<file path="config.mk">
export PLATFORM = sky130hd
export DESIGN_NAME = mem_interconnect
export DESIGN_NICKNAME = d
export VERILOG_FILES = /design/src/hdl/memsys_pkg.sv /design/src/hdl/boot_loader.sv /design/src/hdl/bus_arbiter.sv /design/src/hdl/addr_decoder.sv /design/src/hdl/load_align.sv /design/src/hdl/tohost_ctrl.sv /design/src/hdl/mem_interconnect.sv
export SDC_FILE = /design/constraint.sdc
export NUM_CORES = 1
export LEC_CHECK = 0
export BUFFER_PORTS_ARGS = -buffer_cell sky130_fd_sc_hd__buf_2
export CAP_MARGIN = 5
export CORE_ASPECT_RATIO = 1.5
export CORE_MARGIN = 4
export CORE_UTILIZATION = 31
export CTS_BUF_LIST = sky130_fd_sc_hd__clkbuf_8
export DETAILED_ROUTE_END_ITERATION = 10
export GPL_TIMING_DRIVEN = 1
export PLACE_DENSITY = 0.64
export SYNTH_ARGS = -nofsm -noshare
export SYNTH_HDL_FRONTEND = slang
export SYNTH_HIERARCHICAL = 1
export SYNTH_SLANG_ARGS = --single-unit
</file>
<file path="constraint.sdc">
create_clock -name CLK -period 3.35 [get_ports CLK]
set_input_delay 0.67 -clock CLK [delete_from_list [all_inputs] [get_ports CLK]]
set_output_delay 0.67 -clock CLK [all_outputs]
set_load 0.005 [all_outputs]
</file>
<file path="src/hdl/memsys_pkg.sv">
// Memory interconnect shared types, address map, access sizes and host command codes
package memsys_pkg;

    // Plain vector types for widths that carry a meaning
    typedef logic [31:0]  addr_t;
    typedef logic [31:0]  word_t;
    typedef logic [127:0] line_t;

    // Load/store control, coded like RISC-V funct3
    // [1:0] is the access size, [2] set selects zero extension
    typedef logic [2:0]   ctrl_t;

    // Decoded target of a CPU access
    // Each value is also the address nibble [31:28] that selects it
    typedef enum logic [3:0] {
        DEV_DRAM  = 4'h0,
        DEV_PLIC  = 4'h5,
        DEV_CLINT = 4'h6,
        DEV_NONE  = 4'hf
    } dev_sel_t;

    // Address nibbles that map onto DRAM
    localparam logic [3:0] DEV_DRAM_LO = 4'h0;
    localparam logic [3:0] DEV_DRAM_HI = 4'h8;

    // 128 MB DRAM window
    localparam addr_t DRAM_OFFSET_MASK = 32'h07ff_ffff;

    // Access sizes in ctrl_t[1:0]
    localparam logic [1:0] SIZE_BYTE = 2'd0;
    localparam logic [1:0] SIZE_HALF = 2'd1;
    localparam logic [1:0] SIZE_WORD = 2'd2;

    // Word store, used for every boot image write
    localparam ctrl_t CTRL_SW = {1'b0, SIZE_WORD};

    // Host interface
    localparam addr_t       TOHOST_ADDR    = 32'h4000_8000;
    localparam logic [15:0] CMD_PRINT_CHAR = 16'h0101;
    localparam logic [15:0] CMD_POWER_OFF  = 16'h0200;

endpackage

</file>
<file path="src/hdl/boot_loader.sv">
// Boot loader sequencer that places the kernel image and device tree into DRAM
`timescale 1ns/1ps

module boot_loader #(
    parameter memsys_pkg::addr_t BBL_SIZE  = 32'h0080_0000,
    parameter memsys_pkg::addr_t DTB_START = 32'h0100_0000,
    parameter memsys_pkg::addr_t DTB_SIZE  = 32'h0000_2000
) (
    input  logic              CLK,
    input  logic              rst,
    input  logic              loader_we,
    input  memsys_pkg::word_t loader_data,
    output memsys_pkg::addr_t boot_addr,
    output logic              boot_we,
    output memsys_pkg::word_t boot_wdata,
    output logic              init_done
);

    localparam memsys_pkg::addr_t DTB_END = DTB_START + DTB_SIZE;

    typedef enum logic [1:0] {
        INIT_BBL,
        INIT_DTB,
        INIT_DONE
    } init_state_t;

    init_state_t       state;
    memsys_pkg::addr_t bbl_addr;
    memsys_pkg::addr_t dtb_addr;
    logic              bbl_full;
    logic              dtb_full;
    logic              to_dtb;

    assign bbl_full = (bbl_addr >= BBL_SIZE);
    assign dtb_full = (dtb_addr >= DTB_END);

    // Kernel region ends as soon as its counter is full, even before the state moves on
    assign to_dtb = (state == INIT_DTB) || bbl_full;

    // Region counters, one word per loader strobe
    always_ff @(posedge CLK) begin
        if (rst) begin
            bbl_addr <= '0;
            dtb_addr <= DTB_START;
        end else if (boot_we) begin
            if (to_dtb) begin
                dtb_addr <= dtb_addr + 32'd4;
            end else begin
                bbl_addr <= bbl_addr + 32'd4;
            end
        end
    end

    always_ff @(posedge CLK) begin
        if (rst) begin
            state <= INIT_BBL;
        end else begin
            case (state)
                INIT_BBL: if (bbl_full) state <= INIT_DTB;
                INIT_DTB: if (dtb_full) state <= INIT_DONE;
                default:  state <= INIT_DONE;
            endcase
        end
    end

    assign boot_we    = loader_we && (state != INIT_DONE);
    assign boot_addr  = to_dtb ? dtb_addr : bbl_addr;
    assign boot_wdata = loader_data;
    assign init_done  = (state == INIT_DONE);

endmodule

</file>
<file path="src/hdl/bus_arbiter.sv">
// DRAM bus arbiter between the boot loader and the CPU data port
`timescale 1ns/1ps

module bus_arbiter (
    input  logic                 CLK,
    input  logic                 rst,
    input  logic                 init_done,
    input  logic                 boot_we,
    input  memsys_pkg::addr_t    boot_addr,
    input  memsys_pkg::word_t    boot_wdata,
    input  memsys_pkg::addr_t    cpu_addr,
    input  memsys_pkg::word_t    cpu_wdata,
    input  memsys_pkg::ctrl_t    cpu_ctrl,
    input  logic                 cpu_we,
    input  logic                 cpu_re,
    input  memsys_pkg::dev_sel_t dev_sel,
    input  logic                 dram_busy,
    output logic                 dram_rd_en,
    output logic                 dram_wr_en,
    output memsys_pkg::addr_t    dram_addr,
    output memsys_pkg::word_t    dram_wdata,
    output memsys_pkg::ctrl_t    dram_ctrl,
    output logic                 proc_busy,
    output logic                 access
);

    logic cpu_grant;
    logic dram_sel;

    // Strobe ownership passes to the CPU one cycle after boot completes,
    // so the final loader write has fully left the bus
    always_ff @(posedge CLK) begin
        if (rst) begin
            cpu_grant <= 1'b0;
        end else begin
            cpu_grant <= init_done;
        end
    end

    assign dram_sel  = (dev_sel == memsys_pkg::DEV_DRAM);
    assign proc_busy = !cpu_grant || dram_busy;
    assign access    = (cpu_we || cpu_re) && !proc_busy;

    // Request strobes
    always_comb begin
        if (cpu_grant) begin
            dram_wr_en = cpu_we && dram_sel && !dram_busy;
            dram_rd_en = cpu_re && dram_sel && !dram_busy;
        end else begin
            dram_wr_en = boot_we;
            dram_rd_en = 1'b0;
        end
    end

    // Request payload
    always_comb begin
        if (init_done) begin
            dram_addr  = cpu_addr & memsys_pkg::DRAM_OFFSET_MASK;
            dram_wdata = cpu_wdata;
            dram_ctrl  = cpu_ctrl;
        end else begin
            dram_addr  = boot_addr;
            dram_wdata = boot_wdata;
            dram_ctrl  = memsys_pkg::CTRL_SW;
        end
    end

endmodule

</file>
<file path="src/hdl/addr_decoder.sv">
// CPU address decoder that selects DRAM, PLIC or CLINT and strobes the device windows
`timescale 1ns/1ps

module addr_decoder (
    input  memsys_pkg::addr_t    cpu_addr,
    input  logic                 cpu_we,
    input  logic                 cpu_re,
    input  logic                 proc_busy,
    output memsys_pkg::dev_sel_t dev_sel,
    output logic                 plic_we,
    output logic                 plic_re,
    output logic                 clint_we
);

    logic [3:0] dev_nib;
    logic       wr_ok;
    logic       rd_ok;
    logic       hit_plic;
    logic       hit_clint;

    assign dev_nib = cpu_addr[31:28];

    // Target from the top address nibble
    always_comb begin
        case (dev_nib)
            memsys_pkg::DEV_DRAM_LO,
            memsys_pkg::DEV_DRAM_HI: begin
                dev_sel = memsys_pkg::DEV_DRAM;
            end
            memsys_pkg::DEV_PLIC: begin
                dev_sel = memsys_pkg::DEV_PLIC;
            end
            memsys_pkg::DEV_CLINT: begin
                dev_sel = memsys_pkg::DEV_CLINT;
            end
            default: begin
                dev_sel = memsys_pkg::DEV_NONE;
            end
        endcase
    end

    // Only an access that is accepted this cycle reaches a device
    assign wr_ok = cpu_we && !proc_busy;
    assign rd_ok = cpu_re && !proc_busy;

    assign hit_plic  = (dev_sel == memsys_pkg::DEV_PLIC);
    assign hit_clint = (dev_sel == memsys_pkg::DEV_CLINT);

    assign plic_we  = wr_ok && hit_plic;
    assign plic_re  = rd_ok && hit_plic;

    // CLINT reads need no strobe, its data is always presented
    assign clint_we = wr_ok && hit_clint;

endmodule

</file>
<file path="src/hdl/load_align.sv">
// Load data formatter that slices DRAM lines and selects device read data
`timescale 1ns/1ps

module load_align (
    input  logic                 CLK,
    input  logic                 rst,
    input  logic                 access,
    input  memsys_pkg::addr_t    cpu_addr,
    input  memsys_pkg::ctrl_t    cpu_ctrl,
    input  memsys_pkg::dev_sel_t dev_sel,
    input  memsys_pkg::line_t    dram_rdata,
    input  memsys_pkg::word_t    plic_rdata,
    input  memsys_pkg::word_t    clint_rdata,
    output memsys_pkg::word_t    data_rdata
);

    logic [3:0]           off_q;
    memsys_pkg::ctrl_t    ctrl_q;
    memsys_pkg::dev_sel_t dev_q;
    memsys_pkg::line_t    line_sh;
    memsys_pkg::word_t    word_raw;
    memsys_pkg::word_t    dram_word;
    logic                 sign_en;

    // Access attributes held until the next access
    always_ff @(posedge CLK) begin
        if (access) begin
            off_q  <= cpu_addr[3:0];
            ctrl_q <= cpu_ctrl;
        end
    end

    always_ff @(posedge CLK) begin
        if (rst) begin
            dev_q <= memsys_pkg::DEV_NONE;
        end else if (access) begin
            dev_q <= dev_sel;
        end
    end

    // Byte offset within the 16-byte line
    assign line_sh  = dram_rdata >> {off_q, 3'b000};
    assign word_raw = line_sh[31:0];
    assign sign_en  = !ctrl_q[2];

    always_comb begin
        case (ctrl_q[1:0])
            memsys_pkg::SIZE_BYTE: dram_word = {{24{word_raw[7] & sign_en}}, word_raw[7:0]};
            memsys_pkg::SIZE_HALF: dram_word = {{16{word_raw[15] & sign_en}}, word_raw[15:0]};
            default:               dram_word = word_raw;
        endcase
    end

    always_comb begin
        case (dev_q)
            memsys_pkg::DEV_DRAM:  data_rdata = dram_word;
            memsys_pkg::DEV_PLIC:  data_rdata = plic_rdata;
            memsys_pkg::DEV_CLINT: data_rdata = clint_rdata;
            default:               data_rdata = '0;
        endcase
    end

endmodule

</file>
<file path="src/hdl/tohost_ctrl.sv">
// Tohost command register for console characters and simulation power-off
`timescale 1ns/1ps

module tohost_ctrl (
    input  logic              CLK,
    input  logic              rst,
    input  memsys_pkg::addr_t mem_addr,
    input  logic              mem_we,
    input  memsys_pkg::word_t mem_wdata,
    output logic              uart_we,
    output logic [7:0]        uart_data,
    output logic              finish
);

    memsys_pkg::word_t tohost_q;
    logic              tohost_hit;
    logic [15:0]       cmd;
    logic              is_print;
    logic              wr_power_off;

    assign tohost_hit = mem_we && (mem_addr == memsys_pkg::TOHOST_ADDR);

    // Command code sits in the upper half
    assign cmd      = tohost_q[31:16];
    assign is_print = (cmd == memsys_pkg::CMD_PRINT_CHAR);

    assign wr_power_off = tohost_hit && (mem_wdata[31:16] == memsys_pkg::CMD_POWER_OFF);

    // A print command lives for one cycle, then the register clears.
    // A new write wins over the clear
    always_ff @(posedge CLK) begin
        if (rst) begin
            tohost_q <= '0;
        end else if (tohost_hit) begin
            tohost_q <= mem_wdata;
        end else if (is_print) begin
            tohost_q <= '0;
        end
    end

    // Power-off is sticky until reset
    always_ff @(posedge CLK) begin
        if (rst) begin
            finish <= 1'b0;
        end else if (wr_power_off) begin
            finish <= 1'b1;
        end
    end

    // Character pulse straight from the held command
    assign uart_we   = is_print;
    assign uart_data = tohost_q[7:0];

endmodule

</file>
<file path="src/hdl/mem_interconnect.sv">
// Memory interconnect top joining boot loading, CPU access decode, load formatting and tohost
`timescale 1ns/1ps

module mem_interconnect #(
    parameter memsys_pkg::addr_t BBL_SIZE  = 32'h0080_0000,
    parameter memsys_pkg::addr_t DTB_START = 32'h0100_0000,
    parameter memsys_pkg::addr_t DTB_SIZE  = 32'h0000_2000
) (
    input  logic              CLK,
    input  logic              rst,
    // Boot image loader
    input  logic              loader_we,
    input  memsys_pkg::word_t loader_data,
    // CPU data port
    input  memsys_pkg::addr_t cpu_addr,
    input  memsys_pkg::word_t cpu_wdata,
    input  logic              cpu_we,
    input  logic              cpu_re,
    input  memsys_pkg::ctrl_t cpu_ctrl,
    output logic              proc_busy,
    // DRAM
    output logic              dram_rd_en,
    output logic              dram_wr_en,
    output memsys_pkg::addr_t dram_addr,
    output memsys_pkg::word_t dram_wdata,
    output memsys_pkg::ctrl_t dram_ctrl,
    input  logic              dram_busy,
    input  memsys_pkg::line_t dram_rdata,
    // PLIC
    output logic              plic_we,
    output logic              plic_re,
    output memsys_pkg::word_t plic_wdata,
    input  memsys_pkg::word_t plic_rdata,
    // CLINT
    output logic              clint_we,
    output memsys_pkg::word_t clint_wdata,
    input  memsys_pkg::word_t clint_rdata,
    // Results
    output memsys_pkg::word_t data_rdata,
    output logic              init_done,
    output logic              uart_we,
    output logic [7:0]        uart_data,
    output logic              finish
);

    memsys_pkg::addr_t    boot_addr;
    logic                 boot_we;
    memsys_pkg::word_t    boot_wdata;
    memsys_pkg::dev_sel_t dev_sel;
    logic                 access;
    logic                 mem_we;

    assign plic_wdata  = cpu_wdata;
    assign clint_wdata = cpu_wdata;

    // Only accepted CPU stores reach the tohost register
    assign mem_we = cpu_we && access;

    boot_loader #(
        .BBL_SIZE  (BBL_SIZE),
        .DTB_START (DTB_START),
        .DTB_SIZE  (DTB_SIZE)
    ) boot_loader0 (
        .CLK(CLK), .rst(rst), .loader_we(loader_we), .loader_data(loader_data),
        .boot_addr(boot_addr), .boot_we(boot_we), .boot_wdata(boot_wdata), .init_done(init_done)
    );

    addr_decoder addr_decoder0 (
        .cpu_addr(cpu_addr), .cpu_we(cpu_we), .cpu_re(cpu_re), .proc_busy(proc_busy),
        .dev_sel(dev_sel), .plic_we(plic_we), .plic_re(plic_re), .clint_we(clint_we)
    );

    bus_arbiter bus_arbiter0 (
        .CLK(CLK), .rst(rst), .init_done(init_done),
        .boot_we(boot_we), .boot_addr(boot_addr), .boot_wdata(boot_wdata),
        .cpu_addr(cpu_addr), .cpu_wdata(cpu_wdata), .cpu_ctrl(cpu_ctrl),
        .cpu_we(cpu_we), .cpu_re(cpu_re), .dev_sel(dev_sel), .dram_busy(dram_busy),
        .dram_rd_en(dram_rd_en), .dram_wr_en(dram_wr_en), .dram_addr(dram_addr),
        .dram_wdata(dram_wdata), .dram_ctrl(dram_ctrl), .proc_busy(proc_busy), .access(access)
    );

    load_align load_align0 (
        .CLK(CLK), .rst(rst), .access(access), .cpu_addr(cpu_addr), .cpu_ctrl(cpu_ctrl),
        .dev_sel(dev_sel), .dram_rdata(dram_rdata), .plic_rdata(plic_rdata),
        .clint_rdata(clint_rdata), .data_rdata(data_rdata)
    );

    tohost_ctrl tohost_ctrl0 (
        .CLK(CLK), .rst(rst), .mem_addr(cpu_addr), .mem_we(mem_we), .mem_wdata(cpu_wdata),
        .uart_we(uart_we), .uart_data(uart_data), .finish(finish)
    );

endmodule

</file>
Word level (Yosys, flattened, before mapping)
Cells that the tools add are included.
{"block": "totals", "out_inout_bits": 180, "in_bits": 297, "ff_bits": 111}
{"block": "classes", "n_eq_ne": 16, "shifts": 1, "n_bitwise": 3, "n_lt_le_gt_ge": 2, "n_addsub": 2, "n_mux": 14, "reduce_logical": 31}
{"cell": "$mux W32", "count": 5}
{"cell": "$shr A128 B7 Y32", "count": 1}
{"cell": "$pmux W32 S3", "count": 1}
{"cell": "$add A32 B3 Y32 const B", "count": 2}
{"cell": "$pmux W32 S2", "count": 1}
{"cell": "$eq A32 B31 Y1 const B", "count": 1}
{"cell": "$ge A32 B24 Y1 const B", "count": 1}
{"cell": "$ge A32 B25 Y1 const B", "count": 1}
{"cell": "$eq A4 B3 Y1 const B", "count": 6}
{"cell": "$eq A16 B10 Y1 const B", "count": 1}
{"cell": "$eq A16 B9 Y1 const B", "count": 1}
{"cell": "$logic_and A1 B1 Y1", "count": 14}
{"cell": "$logic_not A4 Y1", "count": 3}
{"cell": "$pmux W4 S3", "count": 1}
{"cell": "$reduce_and A2 Y1", "count": 3}
{"cell": "$eq A2 B1 Y1 const B", "count": 2}
{"cell": "$eq A4 B4 Y1 const B", "count": 1}
{"cell": "$logic_not A1 Y1", "count": 4}
{"cell": "$logic_not A2 Y1", "count": 2}
{"cell": "$mux W2", "count": 2}
{"cell": "$ne A2 B1 Y1 const B", "count": 2}
{"cell": "$pmux W2 S2", "count": 1}
{"cell": "$logic_or A1 B1 Y1", "count": 3}
{"cell": "$mux W3", "count": 1}
{"cell": "other kinds (7)", "count": 9}

Depth between registers and ports, before layout
Gate-level depths: netlist of the first run.
{"block": "logic_depth", "word_depth": 7, "depth_mapped": 10, "depth_no_buf": 7}

Cells and area by module
Netlist of the first run, hierarchy kept.
{"mod": "load_align", "area_per_inst_um2": 4524.3, "cells_each": 448, "instances": 1}
{"mod": "boot_loader", "area_per_inst_um2": 3517.1, "cells_each": 420, "instances": 1}
{"mod": "tohost_ctrl", "area_per_inst_um2": 1478.9, "cells_each": 176, "instances": 1}
{"mod": "bus_arbiter", "area_per_inst_um2": 944.7, "cells_each": 85, "instances": 1}
{"mod": "mem_interconnect", "area_per_inst_um2": 486.7, "cells_each": 65, "instances": 1}
{"mod": "addr_decoder", "area_per_inst_um2": 113.9, "cells_each": 14, "instances": 1}

Least setup slack after synthesis of the first run
Ideal clock, no wire load.
{"block": "synth_path", "kind": "input-to-reg", "start": "input port dram_busy", "end": "register tohost_ctrl0.tohost_q[0]", "setup_ps": 132, "arrival_ps": 2754, "n_path_buf": 1, "t_required_ps": 3218, "stages": 8, "setup_slack_ps": 464, "cell_sequence": "nand2b_1 nor2_1 and2_1 nor4bb_1 nand4_1 clkbuf_1 o31ai_1 a21oi_1"}
{"block": "synth_via", "elab_chain_len": 6, "elab_cells_between_ends": 7, "cone_classes": "1 x mux; 6 x reduce/logical"}
{"item": "start, declared", "line": "mem_interconnect.sv:27", "source": "input logic dram_busy,"}
{"item": "$logic_or A1 B1 Y1 *", "line": "bus_arbiter.sv:41", "source": "assign proc_busy = !cpu_grant || dram_busy;"}
{"item": "$logic_not A1 Y1 *", "line": "bus_arbiter.sv:42", "source": "assign access = (cpu_we || cpu_re) && !proc_busy;"}
{"item": "$logic_and A1 B1 Y1 *", "line": "bus_arbiter.sv:42"}
{"item": "via access", "line": "mem_interconnect.sv:50", "source": "logic access;"}
{"item": "$logic_and A1 B1 Y1 *", "line": "mem_interconnect.sv:57", "source": "assign mem_we = cpu_we && access;"}
{"item": "via mem_we", "line": "mem_interconnect.sv:51", "source": "logic mem_we;"}
{"item": "$logic_and A1 B1 Y1 *", "line": "tohost_ctrl.sv:21", "source": "assign tohost_hit = mem_we && (mem_addr == memsys_pkg::TOHOST_ADDR);"}
{"item": "$mux W32 or $reduce_bool A2 Y1 (tied branches)"}
{"item": "end signal, assigned", "line": "tohost_ctrl.sv:35", "source": "tohost_q <= mem_wdata;"}
{"item": "end, declared", "line": "tohost_ctrl.sv:15", "source": "memsys_pkg::word_t tohost_q;"}
The timed path passes the listed nets; every way through them passes the cells marked *.
A chain may end at the register's enable or synchronous reset.

Final worst setup path of the first run
{"block": "layout_path", "start": "register load_align0.off_q[0]", "end": "output port data_rdata[17]"}
{"block": "layout_via", "elab_chain_len": 4, "elab_cells_between_ends": 5, "cone_classes": "1 x shift; 2 x mux; 2 x bitwise"}
{"item": "start, declared", "line": "load_align.sv:17", "source": "logic [3:0] off_q;"}
{"item": "start signal, assigned", "line": "load_align.sv:28", "source": "off_q <= cpu_addr[3:0];"}
{"item": "$shr A128 B7 Y32 *", "line": "load_align.sv:42", "source": "assign line_sh = dram_rdata >> {off_q, 3'b000};"}
{"item": "$and A1 B1 Y1 (on tied branches)", "line": "load_align.sv:49, load_align.sv:48"}
{"item": "$pmux W32 S2 *", "line": "load_align.sv:47", "source": "case (ctrl_q[1:0])"}
{"item": "$pmux W32 S3 *", "line": "load_align.sv:55", "source": "case (dev_q)"}
{"item": "end, declared", "line": "mem_interconnect.sv:39", "source": "output memsys_pkg::word_t data_rdata,"}
Every way passes the cells marked *; elsewhere a longest branch is shown, timed or not.

==> flow_summary.toml, run 1 <==
[drt]
drt_wl_total_um = 45700
wl_per_cell_um = 22.2
drtIter0Drc = 745
via_per_inst = 5.52
drc = 0
dr.pass1.iters = 7
via_count = 11400
postRouteAntennaNets = 0

[finish]
nets = 1868
drive_gt1_share_pct = 49.9
fin_area_mm2 = 0.0139
multiInputGateArea_mm2 = 0.00767
final_util_pct = 39.4
regArea_mm2 = 0.00205
area_growth_pct = 25.3
fill_cells = 3582

[job]
max_cap_viol_count = 0

[clock_network]
insertion_delay_ns = 0.39
h-tree-depth = 3
root_buffer = "clkbuf_8"
cts_made_buffers = 9
cts.path.max_buffers = 2
cts_sinks = 99
cts_tree = "done"
holdBufCountCts = 0
path_clk_slew_ns = 0.10

[synth]
ys_seq_area_share_pct = 18.5
ys_types = 80
synthArstFlopShare_pct = 0
yosysTopAreaCell = "dfxtp_1"
yosys-top-cells-count = "116 x buf_4, 92 x dfxtp_1, 81 x mux2_2, 70 x mux2i_1, 64 x mux4_2"
synth.most_common_cell = "buf_4"
netlist_area_mm2 = 0.0111
synth_seq_cells = 99
synth_area_leaders = "dfxtp_1 17%, mux4_2 13%, mux2_2 8.2%"
avgSynthCellArea_um2 = 9.16
synth_flop_cell = "dfxtp_1"
ys.warnings.count = 6
yosys.area.top_type_share_pct = 16.6
syn_inst = 1208
synth-edff-count = 7

[min_path]
holdCritPathClass = "flop to flop"
hp-start = "tohost_ctrl0/tohost_q[26]"
whs_path_depth = 2
min_delay_worst_endpoint = "tohost_ctrl0/tohost_q[26]"

[pwr]
peakVddDrop_mv = 0.171
p_per_area_mw_per_mm2 = 181
p_leak_nw = 6.00

[floorplanning]
num_io_pins = 477
die_x_um = 162
die_h_um = 239
design.core.area_mm2 = 0.0352
rows = 84
start_util_pct = 31.4
die_area_mm2 = 0.0388

[sta]
slew-limit-headroom_pct = 27.9
setup_slack_ns = -0.0146
finalCritPeriodShare_pct = 100
setup-tns-final_ns = -0.0340
finalCriticalPeriod_ns = 3.36
rsz0062_at_grt = "yes"
slew_viol_final = 0
clock.fmax_mhz = 297
setup_violations = 3
tightest_slew_ns = 1.08
fin_worst_skew_ns = 0.0119
final-hold-violation-count = 0

[critical_path]
path_cells = "buf_6 > buf_16 > mux2_2 > mux4_2 > nor2b_1 > a311oi_1 > o21ai_1 > buf_2"
critPathRequiredTime_ns = 2.68
start_kind = "flop"
r2r_slack_ns = 0.96
critPathKind = "flop to output pin"
path_max_fanout = 13
max_stage_delay_ns = 0.47
critPathCaptureType = "output pin"
cp_slowest_cell = "mux4_2"
rr_worst_depth = 6
worst_ep_arrival_time_ns = 2.69
reg2reg_from = "boot_loader0/state[0]"
r2r-end = "boot_loader0/dtb_addr[24]"

[global_routing]
grt_pass1_vias = 10900
grt_pass1_wl_um = 65400
grtUsageTotal_pct = 21.6
grt_max_degree = 73
grt_overflow = 0
antenna_found_initial = 16

[outcome]
violations = "setup timing"
status = "complete, but fails checks"

[place]
dp_hpwl_um = 35700
dpl_cell_area_mm2 = 0.0132
gp_congestion = 0.963
port_buffers = 476
## critical path: cells and delay by family, from the launching register on
kind                   cells  cell delay, ns
multiplexers               2            0.83
AO/OA/AOI/OAI              2            0.53
AND/OR/NAND/NOR            1            0.14
buffers and inverters      3            0.46
flip-flops                 1            0.35
## where the power goes
| part | switching, mW | leakage [nW] | total, mW | internal, mW |
|---|---|---|---|---|
| Clock | 0.449 | 0.0829 | 0.716 | 0.268 |
| Combinational | 0.299 | 5.11 | 0.603 | 0.304 |
| Sequential | 0.00343 | 0.804 | 1.19 | 1.19 |
## metrics by stage
stage	power, mW	worst slack (ns)	std cells	hold WS, ns
final	2.51	-0.0146	2058	0.475
after global routing	2.61	-0.0978	2057	0.480
after CTS	2.53	-0.100	2043	0.471
after detailed placement	1.80	0.0419	2011	0.461
after global placement	1.80	0.110	2011	0.454
after floorplan	1.51	0.464	1209	0.444
## per-layer routing
| metal | GRT usage [%] | part of all wire [%] |
|---|---|---|
| met2 | 37.7 | 50 |
| met5 | 0 | 0.055 |
| met4 | 11.9 | 5.4 |
| met1 | 25.4 | 38 |
| met3 | 3.00 | 6.1 |
## registers in the layout, summed over array words and instances (netlist names)
signal                  count
boot_loader0/state          2
tohost_ctrl0/tohost_q      24
bus_arbiter0/cpu_grant      1
load_align0/ctrl_q          3
tohost_ctrl0/finish         1
load_align0/off_q           4
load_align0/dev_q           4
boot_loader0/bbl_addr      30
boot_loader0/dtb_addr      30
## layout make-up
class	instances	area share, %
multi-input combinational	873	55.3
timing repair buffer	556	23.4
sequential	99	14.8
tap	473	4.27
clock buffer	9	0.893
inverter	28	0.776
clock inverter	7	0.325
antenna	13	0.235
## how the worst max path moves through the flow
stage / start / to / slack [ns] / depth (start not counted)
4_1_cts: load_align0/off_q[0] / data_rdata[22] / -0.10 / 10
3_5_place_dp: load_align0/off_q[0] / data_rdata[21] / 0.04 / 8
2_1_floorplan: dram_busy / tohost_ctrl0/tohost_q[0] / 0.46 / 8
3_3_place_gp: load_align0/off_q[0] / data_rdata[21] / 0.11 / 8
5_1_grt: load_align0/off_q[0] / data_rdata[3] / -0.1 / 8
6_report: load_align0/off_q[0] / data_rdata[17] / -0.01 / 8
## kinds of logic after synthesis
family | after synthesis | synth area share (%)
and+or+nand+nor | 362 | 19.2
DFF | 99 | 18.5
AOI/OAI and AO/OA | 232 | 13.9
other | 1 | 0.0339
xor gates and xnor gates | 32 | 2.53
adders and majority gates | 4 | 0.452
muxes | 241 | 31.7
buffers and inverters | 237 | 13.6
## cells in the final DEF, fill, tap and decap left out, types with 51 or more instances in the layout
cell,netlist,routed
buf_2,21,476
dfxtp_1,92,92
mux2_2,81,81
mux4_2,64,70
mux2i_1,70,66
buf_4,116,58
nor2_1,55,55
nand2_1,52,52
a21oi_1,51,51
nand4_1,51,51
## repair_timing
action / in CTS / in global routing
endpoints found under the setup margin: 23 / 29
gates resized for setup: 32 / 39
setup buffers: 11 / 2
pin swaps: 7 / 9
cloned: 6 / 1
No activity file was read; power rests on OpenSTA's default activity.
==> run 2, diff against run 1 <==
--- a/config.mk
+++ b/config.mk
@@ -8,10 +8,11 @@
 export BUFFER_PORTS_ARGS = -buffer_cell sky130_fd_sc_hd__buf_2
 export CAP_MARGIN = 5
 export CORE_ASPECT_RATIO = 1.5
-export CORE_MARGIN = 4
 export CORE_UTILIZATION = 31
 export CTS_BUF_LIST = sky130_fd_sc_hd__clkbuf_8
+export CTS_CLUSTER_SIZE = 10
 export DETAILED_ROUTE_END_ITERATION = 10
+export GPL_ROUTABILITY_DRIVEN = 0
 export GPL_TIMING_DRIVEN = 1
 export PLACE_DENSITY = 0.64
 export SYNTH_ARGS = -nofsm -noshare
==> flow_summary.toml, run 2 (same netlist as run 1, synthesis figures left out) <==
[sta]
setup_slack_ns = -0.0432
final-hold-violation-count = 0
fin_worst_skew_ns = 0.0113
setup_violations = 8
finalCriticalPeriod_ns = 3.39
tightest_slew_ns = 1.01
slew-limit-headroom_pct = 32.7
finalCritPeriodShare_pct = 101
clock.fmax_mhz = 295
slew_viol_final = 0
rsz0062_at_grt = "yes"
timing.hold.ws_ns = 0.466

[place]
port_buffers = 476
dpl_cell_area_mm2 = 0.0132
dp_hpwl_um = 33600
pre_cts_ws_ns = 0.0295
dpl.cell_count = 2007

[floorplanning]
design.core.area_mm2 = 0.0351
rows = 84
die_x_um = 156
die_h_um = 233
start_util_pct = 31.5
die_area_mm2 = 0.0365
num_io_pins = 477

[finish]
stdcell_count = 2051
final_cell_mix = "476 x buf_2, 92 x dfxtp_1, 81 x mux2_2"
multiInputGateArea_mm2 = 0.00774
fill_cells = 3568
final_common_cell = "buf_2"
fin_area_mm2 = 0.0141
regArea_mm2 = 0.00205
reg_top3 = "boot_loader0/bbl_addr (30), boot_loader0/dtb_addr (30), tohost_ctrl0/tohost_q (24)"
nets = 1868
area_growth_pct = 27.0
drive_gt1_share_pct = 50.8

[critical_path]
cp_slowest_cell = "edfxtp_1"
start_kind = "flop"
max_stage_delay_ns = 0.45
worst_ep_arrival_time_ns = 2.72
crit_family = "multiplexers"
path_cells = "buf_6 > buf_16 > buf_4 > mux2_2 > mux4_2 > nor2b_4 > a311oi_4 > o21ai_2 > buf_2"
rr_worst_depth = 5
cp.buffers_inverters = 4
path_max_fanout = 5
critPathCaptureType = "output pin"
critPathKind = "flop to output pin"
path_depth = 9
critPathRequiredTime_ns = 2.68

[drt]
via_per_inst = 5.61
drtIter0Drc = 715
wl_per_cell_um = 21.5
dr.pass1.iters = 5
drt_wl_total_um = 44200
via_count = 11500
drc = 0
postRouteAntennaNets = 0

[min_path]
holdCritPathClass = "input pin to flop"
whs_path_depth = 1

[outcome]
violations = "setup timing"
status = "complete, but fails checks"

[job]
max_cap_viol_count = 0

[clock_network]
cts_sinks = 99
insertion_delay_ns = 0.39
cts_made_buffers = 9
path_clk_slew_ns = 0.11
cts.path.max_buffers = 2
cts_tree = "done"
root_buffer = "clkbuf_8"
h-tree-depth = 3

[pwr]
peakVddDrop_mv = 0.170
p_leak_nw = 6.10
p_per_area_mw_per_mm2 = 190

[global_routing]
antenna_found_initial = 9
grt_max_degree = 73
grtUsageTotal_pct = 23.1
grt_pass1_vias = 10700
grt_overflow = 0
grt_pass1_wl_um = 63500
[run 2: cell count changes in the layout (fill, tap and decap cells not counted), sizes merged]
cell	change
buf	-3
bufbuf	+3
diode	-7
clkinvlp	-2
bufinv	+2
[run 2: what timing repair did]
| action | CTS | global route |
|---|---|---|
| gates resized for setup | 52 | 47 |
| hold endpoints to repair | 0 | 0 |
| setup endpoints to repair | 21 | 27 |
| hold buffers | 0 | 0 |
| cloned | 8 | 1 |
| buffers inserted | 10 | 6 |
| pin swaps | 12 | 14 |
[run 2: final cells by class]
cell class	count	area share, %
Timing Repair Buffer	556	23.7
Antenna cell	6	0.107
Inverter	28	0.766
Sequential cell	99	14.6
Clock buffer	9	0.881
Clock inverter	7	0.659
Multi-Input combinational cell	873	55.1
Tap cell	473	4.21
[run 2: metal layers]
layer / routed length (um) / GRT usage (%)
met4: 2650 / 14.9
met1: 16400 / 25.8
met3: 3250 / 4.45
met2: 21900 / 39.7
met5: 40 / 0
[run 2: worst paths after layout]
| path | endpoint | slack (ns) | from |
|---|---|---|---|
| worst max-delay path | data_rdata[20] | -0.04 | load_align0/off_q[0] |
| worst min register to register | tohost_ctrl0/tohost_q[26] | 0.47 | tohost_ctrl0/tohost_q[26] |
| worst min-delay path | load_align0/ctrl_q[0] | 0.47 | cpu_ctrl[0] |
| worst max register to register | boot_loader0/bbl_addr[19] | 0.87 | boot_loader0/bbl_addr[25] |
[run 2: stage by stage]
step / power, mW / utilization (%) / setup TNS, ns
after floorplan: 1.51 / - / 0
after global placement: 1.79 / 37.6 / 0
final: 2.67 / 40.0 / -0.136
after CTS: 2.67 / 39.4 / -0.171
after global routing: 2.78 / 40.0 / -1.87
after detailed placement: 1.80 / 37.6 / 0
[run 2: report_power, final]
group | internal, mW | switching, mW | total, mW | leakage [nW]
clock | 0.420 | 0.455 | 0.875 | 0.109
combinational | 0.304 | 0.296 | 0.600 | 5.18
sequential | 1.19 | 0.00365 | 1.20 | 0.804
total | 1.92 | 0.755 | 2.67 | 6.10
==> run 3, diff against run 2 <==
--- a/config.mk
+++ b/config.mk
@@ -5,16 +5,16 @@
 export SDC_FILE = /design/constraint.sdc
 export NUM_CORES = 1
 export LEC_CHECK = 0
-export BUFFER_PORTS_ARGS = -buffer_cell sky130_fd_sc_hd__buf_2
 export CAP_MARGIN = 5
 export CORE_ASPECT_RATIO = 1.5
 export CORE_UTILIZATION = 31
 export CTS_BUF_LIST = sky130_fd_sc_hd__clkbuf_8
 export CTS_CLUSTER_SIZE = 10
 export DETAILED_ROUTE_END_ITERATION = 10
+export DONT_BUFFER_PORTS = 1
 export GPL_ROUTABILITY_DRIVEN = 0
 export GPL_TIMING_DRIVEN = 1
-export PLACE_DENSITY = 0.64
+export PLACE_DENSITY = 0.53
 export SYNTH_ARGS = -nofsm -noshare
 export SYNTH_HDL_FRONTEND = slang
 export SYNTH_HIERARCHICAL = 1
==> flow_summary.toml, run 3 (same netlist as run 1, synthesis figures left out) <==
[global_routing]
grt_overflow = 0
grtUsageTotal_pct = 22.2
grt_pass1_vias = 9317
grt_max_degree = 96
antenna_found_initial = 7
grt_pass1_wl_um = 60000

[drt]
wl_per_cell_um = 27.1
drc = 0
via_per_inst = 6.17
postRouteAntennaNets = 0
drt_wl_total_um = 43100
drtIter0Drc = 791
via_count = 9803
dr.pass1.iters = 7

[clock_network]
cts_sinks = 99
root_buffer = "clkbuf_8"
path_clk_slew_ns = 0.11
cts_made_buffers = 9
holdBufCountCts = 0
insertion_delay_ns = 0.38
cts.path.max_buffers = 2
cts_tree = "done"
h-tree-depth = 3

[critical_path]
path_cells = "buf_12 > buf_16 > buf_12 > mux2_2 > mux4_2 > nor2b_1 > a311oi_2 > o21ai_2 > buf_4"
cpMostUsedCell = "buf_12"
critPathRequiredTime_ns = 2.68
start_kind = "flop"
critPathCaptureType = "output pin"
worst_ep_arrival_time_ns = 2.67
crit_start = "load_align0/off_q[0]"
crit_family = "multiplexers"
cp.buffers_inverters = 4
cp_slowest_cell = "mux4_2"
reg2reg_from = "boot_loader0/state[0]"
max_stage_delay_ns = 0.46
path_max_fanout = 10
critPathKind = "flop to output pin"

[pwr]
p_per_area_mw_per_mm2 = 201
peakVddDrop_mv = 0.221
p_leak_nw = 4.12
total_power_mw = 2.33

[min_path]
holdCritPathClass = "input pin to flop"
hp-start = "rst"

[sta]
setup_violations = 0
tightest_slew_ns = 1.06
setup-tns-final_ns = 0
finalCriticalPeriod_ns = 3.34
fin_worst_skew_ns = 0.0146
finalCritPeriodShare_pct = 99.8
clock.fmax_mhz = 299
setup_slack_ns = 0.00815
slew_viol_final = 0
slew-limit-headroom_pct = 29.4
final-hold-violation-count = 0
rsz0062_at_grt = "yes"

[finish]
nets = 1409
regArea_mm2 = 0.00205
final_util_pct = 33.0
fill_cells = 3695
multiInputGateArea_mm2 = 0.00769
area_growth_pct = 4.68
final_common_cell = "dfxtp_1"
drive_gt1_share_pct = 28.8
final_cell_mix = "92 x dfxtp_1, 82 x buf_4, 80 x mux2_2"
reg_top3 = "boot_loader0/bbl_addr (30), boot_loader0/dtb_addr (30), tohost_ctrl0/tohost_q (24)"
stdcell_count = 1590

[floorplanning]
die_area_mm2 = 0.0365
num_io_pins = 477
die_x_um = 156
die_h_um = 233
design.core.area_mm2 = 0.0351
start_util_pct = 31.5
rows = 84

[place]
port_buffers = 0
dpl.cell_count = 1549
dp_hpwl_um = 33300
pre_cts_ws_ns = 0.0851

[outcome]
status = "completed"

[job]
max_cap_viol_count = 0
-- run 3: layout make-up --
cell class / count / area share, %
clock inverter: 6 / 0.745
tap: 473 / 5.11
sequential: 99 / 17.7
inverter: 28 / 0.929
timing repair buffer: 97 / 7.87
antenna: 4 / 0.0864
clock buffer: 10 / 1.19
multi-input combinational: 873 / 66.4
-- run 3: worst paths after layout --
check / end / slack, ns / cells after the start
max reg2reg: boot_loader0/dtb_addr[31] / 0.93 / 6
min: boot_loader0/bbl_addr[10] / 0.34 / 1
max: data_rdata[20] / 0.008 / 9
min reg2reg: tohost_ctrl0/tohost_q[21] / 0.46 / 2
-- run 3: repair_timing --
action | CTS | global route
pin swaps | 3 | 7
endpoints found under the hold margin | 0 | 0
resized for setup | 30 | 22
setup buffers | 1 | 17
setup endpoints to repair | 24 | 25
gates cloned | 1 | 3
-- run 3: through the flow --
| step | hold WS, ns | cell area (um^2) |
|---|---|---|
| after floorplan | 0.444 | 11100 |
| after global placement | 0.447 | 10900 |
| after detailed placement | 0.454 | 10900 |
| after CTS | 0.328 | 11300 |
| after global routing | 0.328 | 11600 |
| final | 0.344 | 11600 |
-- run 3: power breakdown --
part           total (mW)  internal (mW)  switching (mW)
Clock               0.900          0.444           0.456
Combinational       0.235          0.141          0.0943
Sequential           1.20           1.19         0.00364
-- run 3: layer usage --
layer	up-vias	routed length, um	GRT usage (%)
met2	538	20700	37.4
met5	-	54	0
met1	4808	15400	24.1
met4	8	2450	12.6
met3	124	4510	7.63
li1	4325	-	-
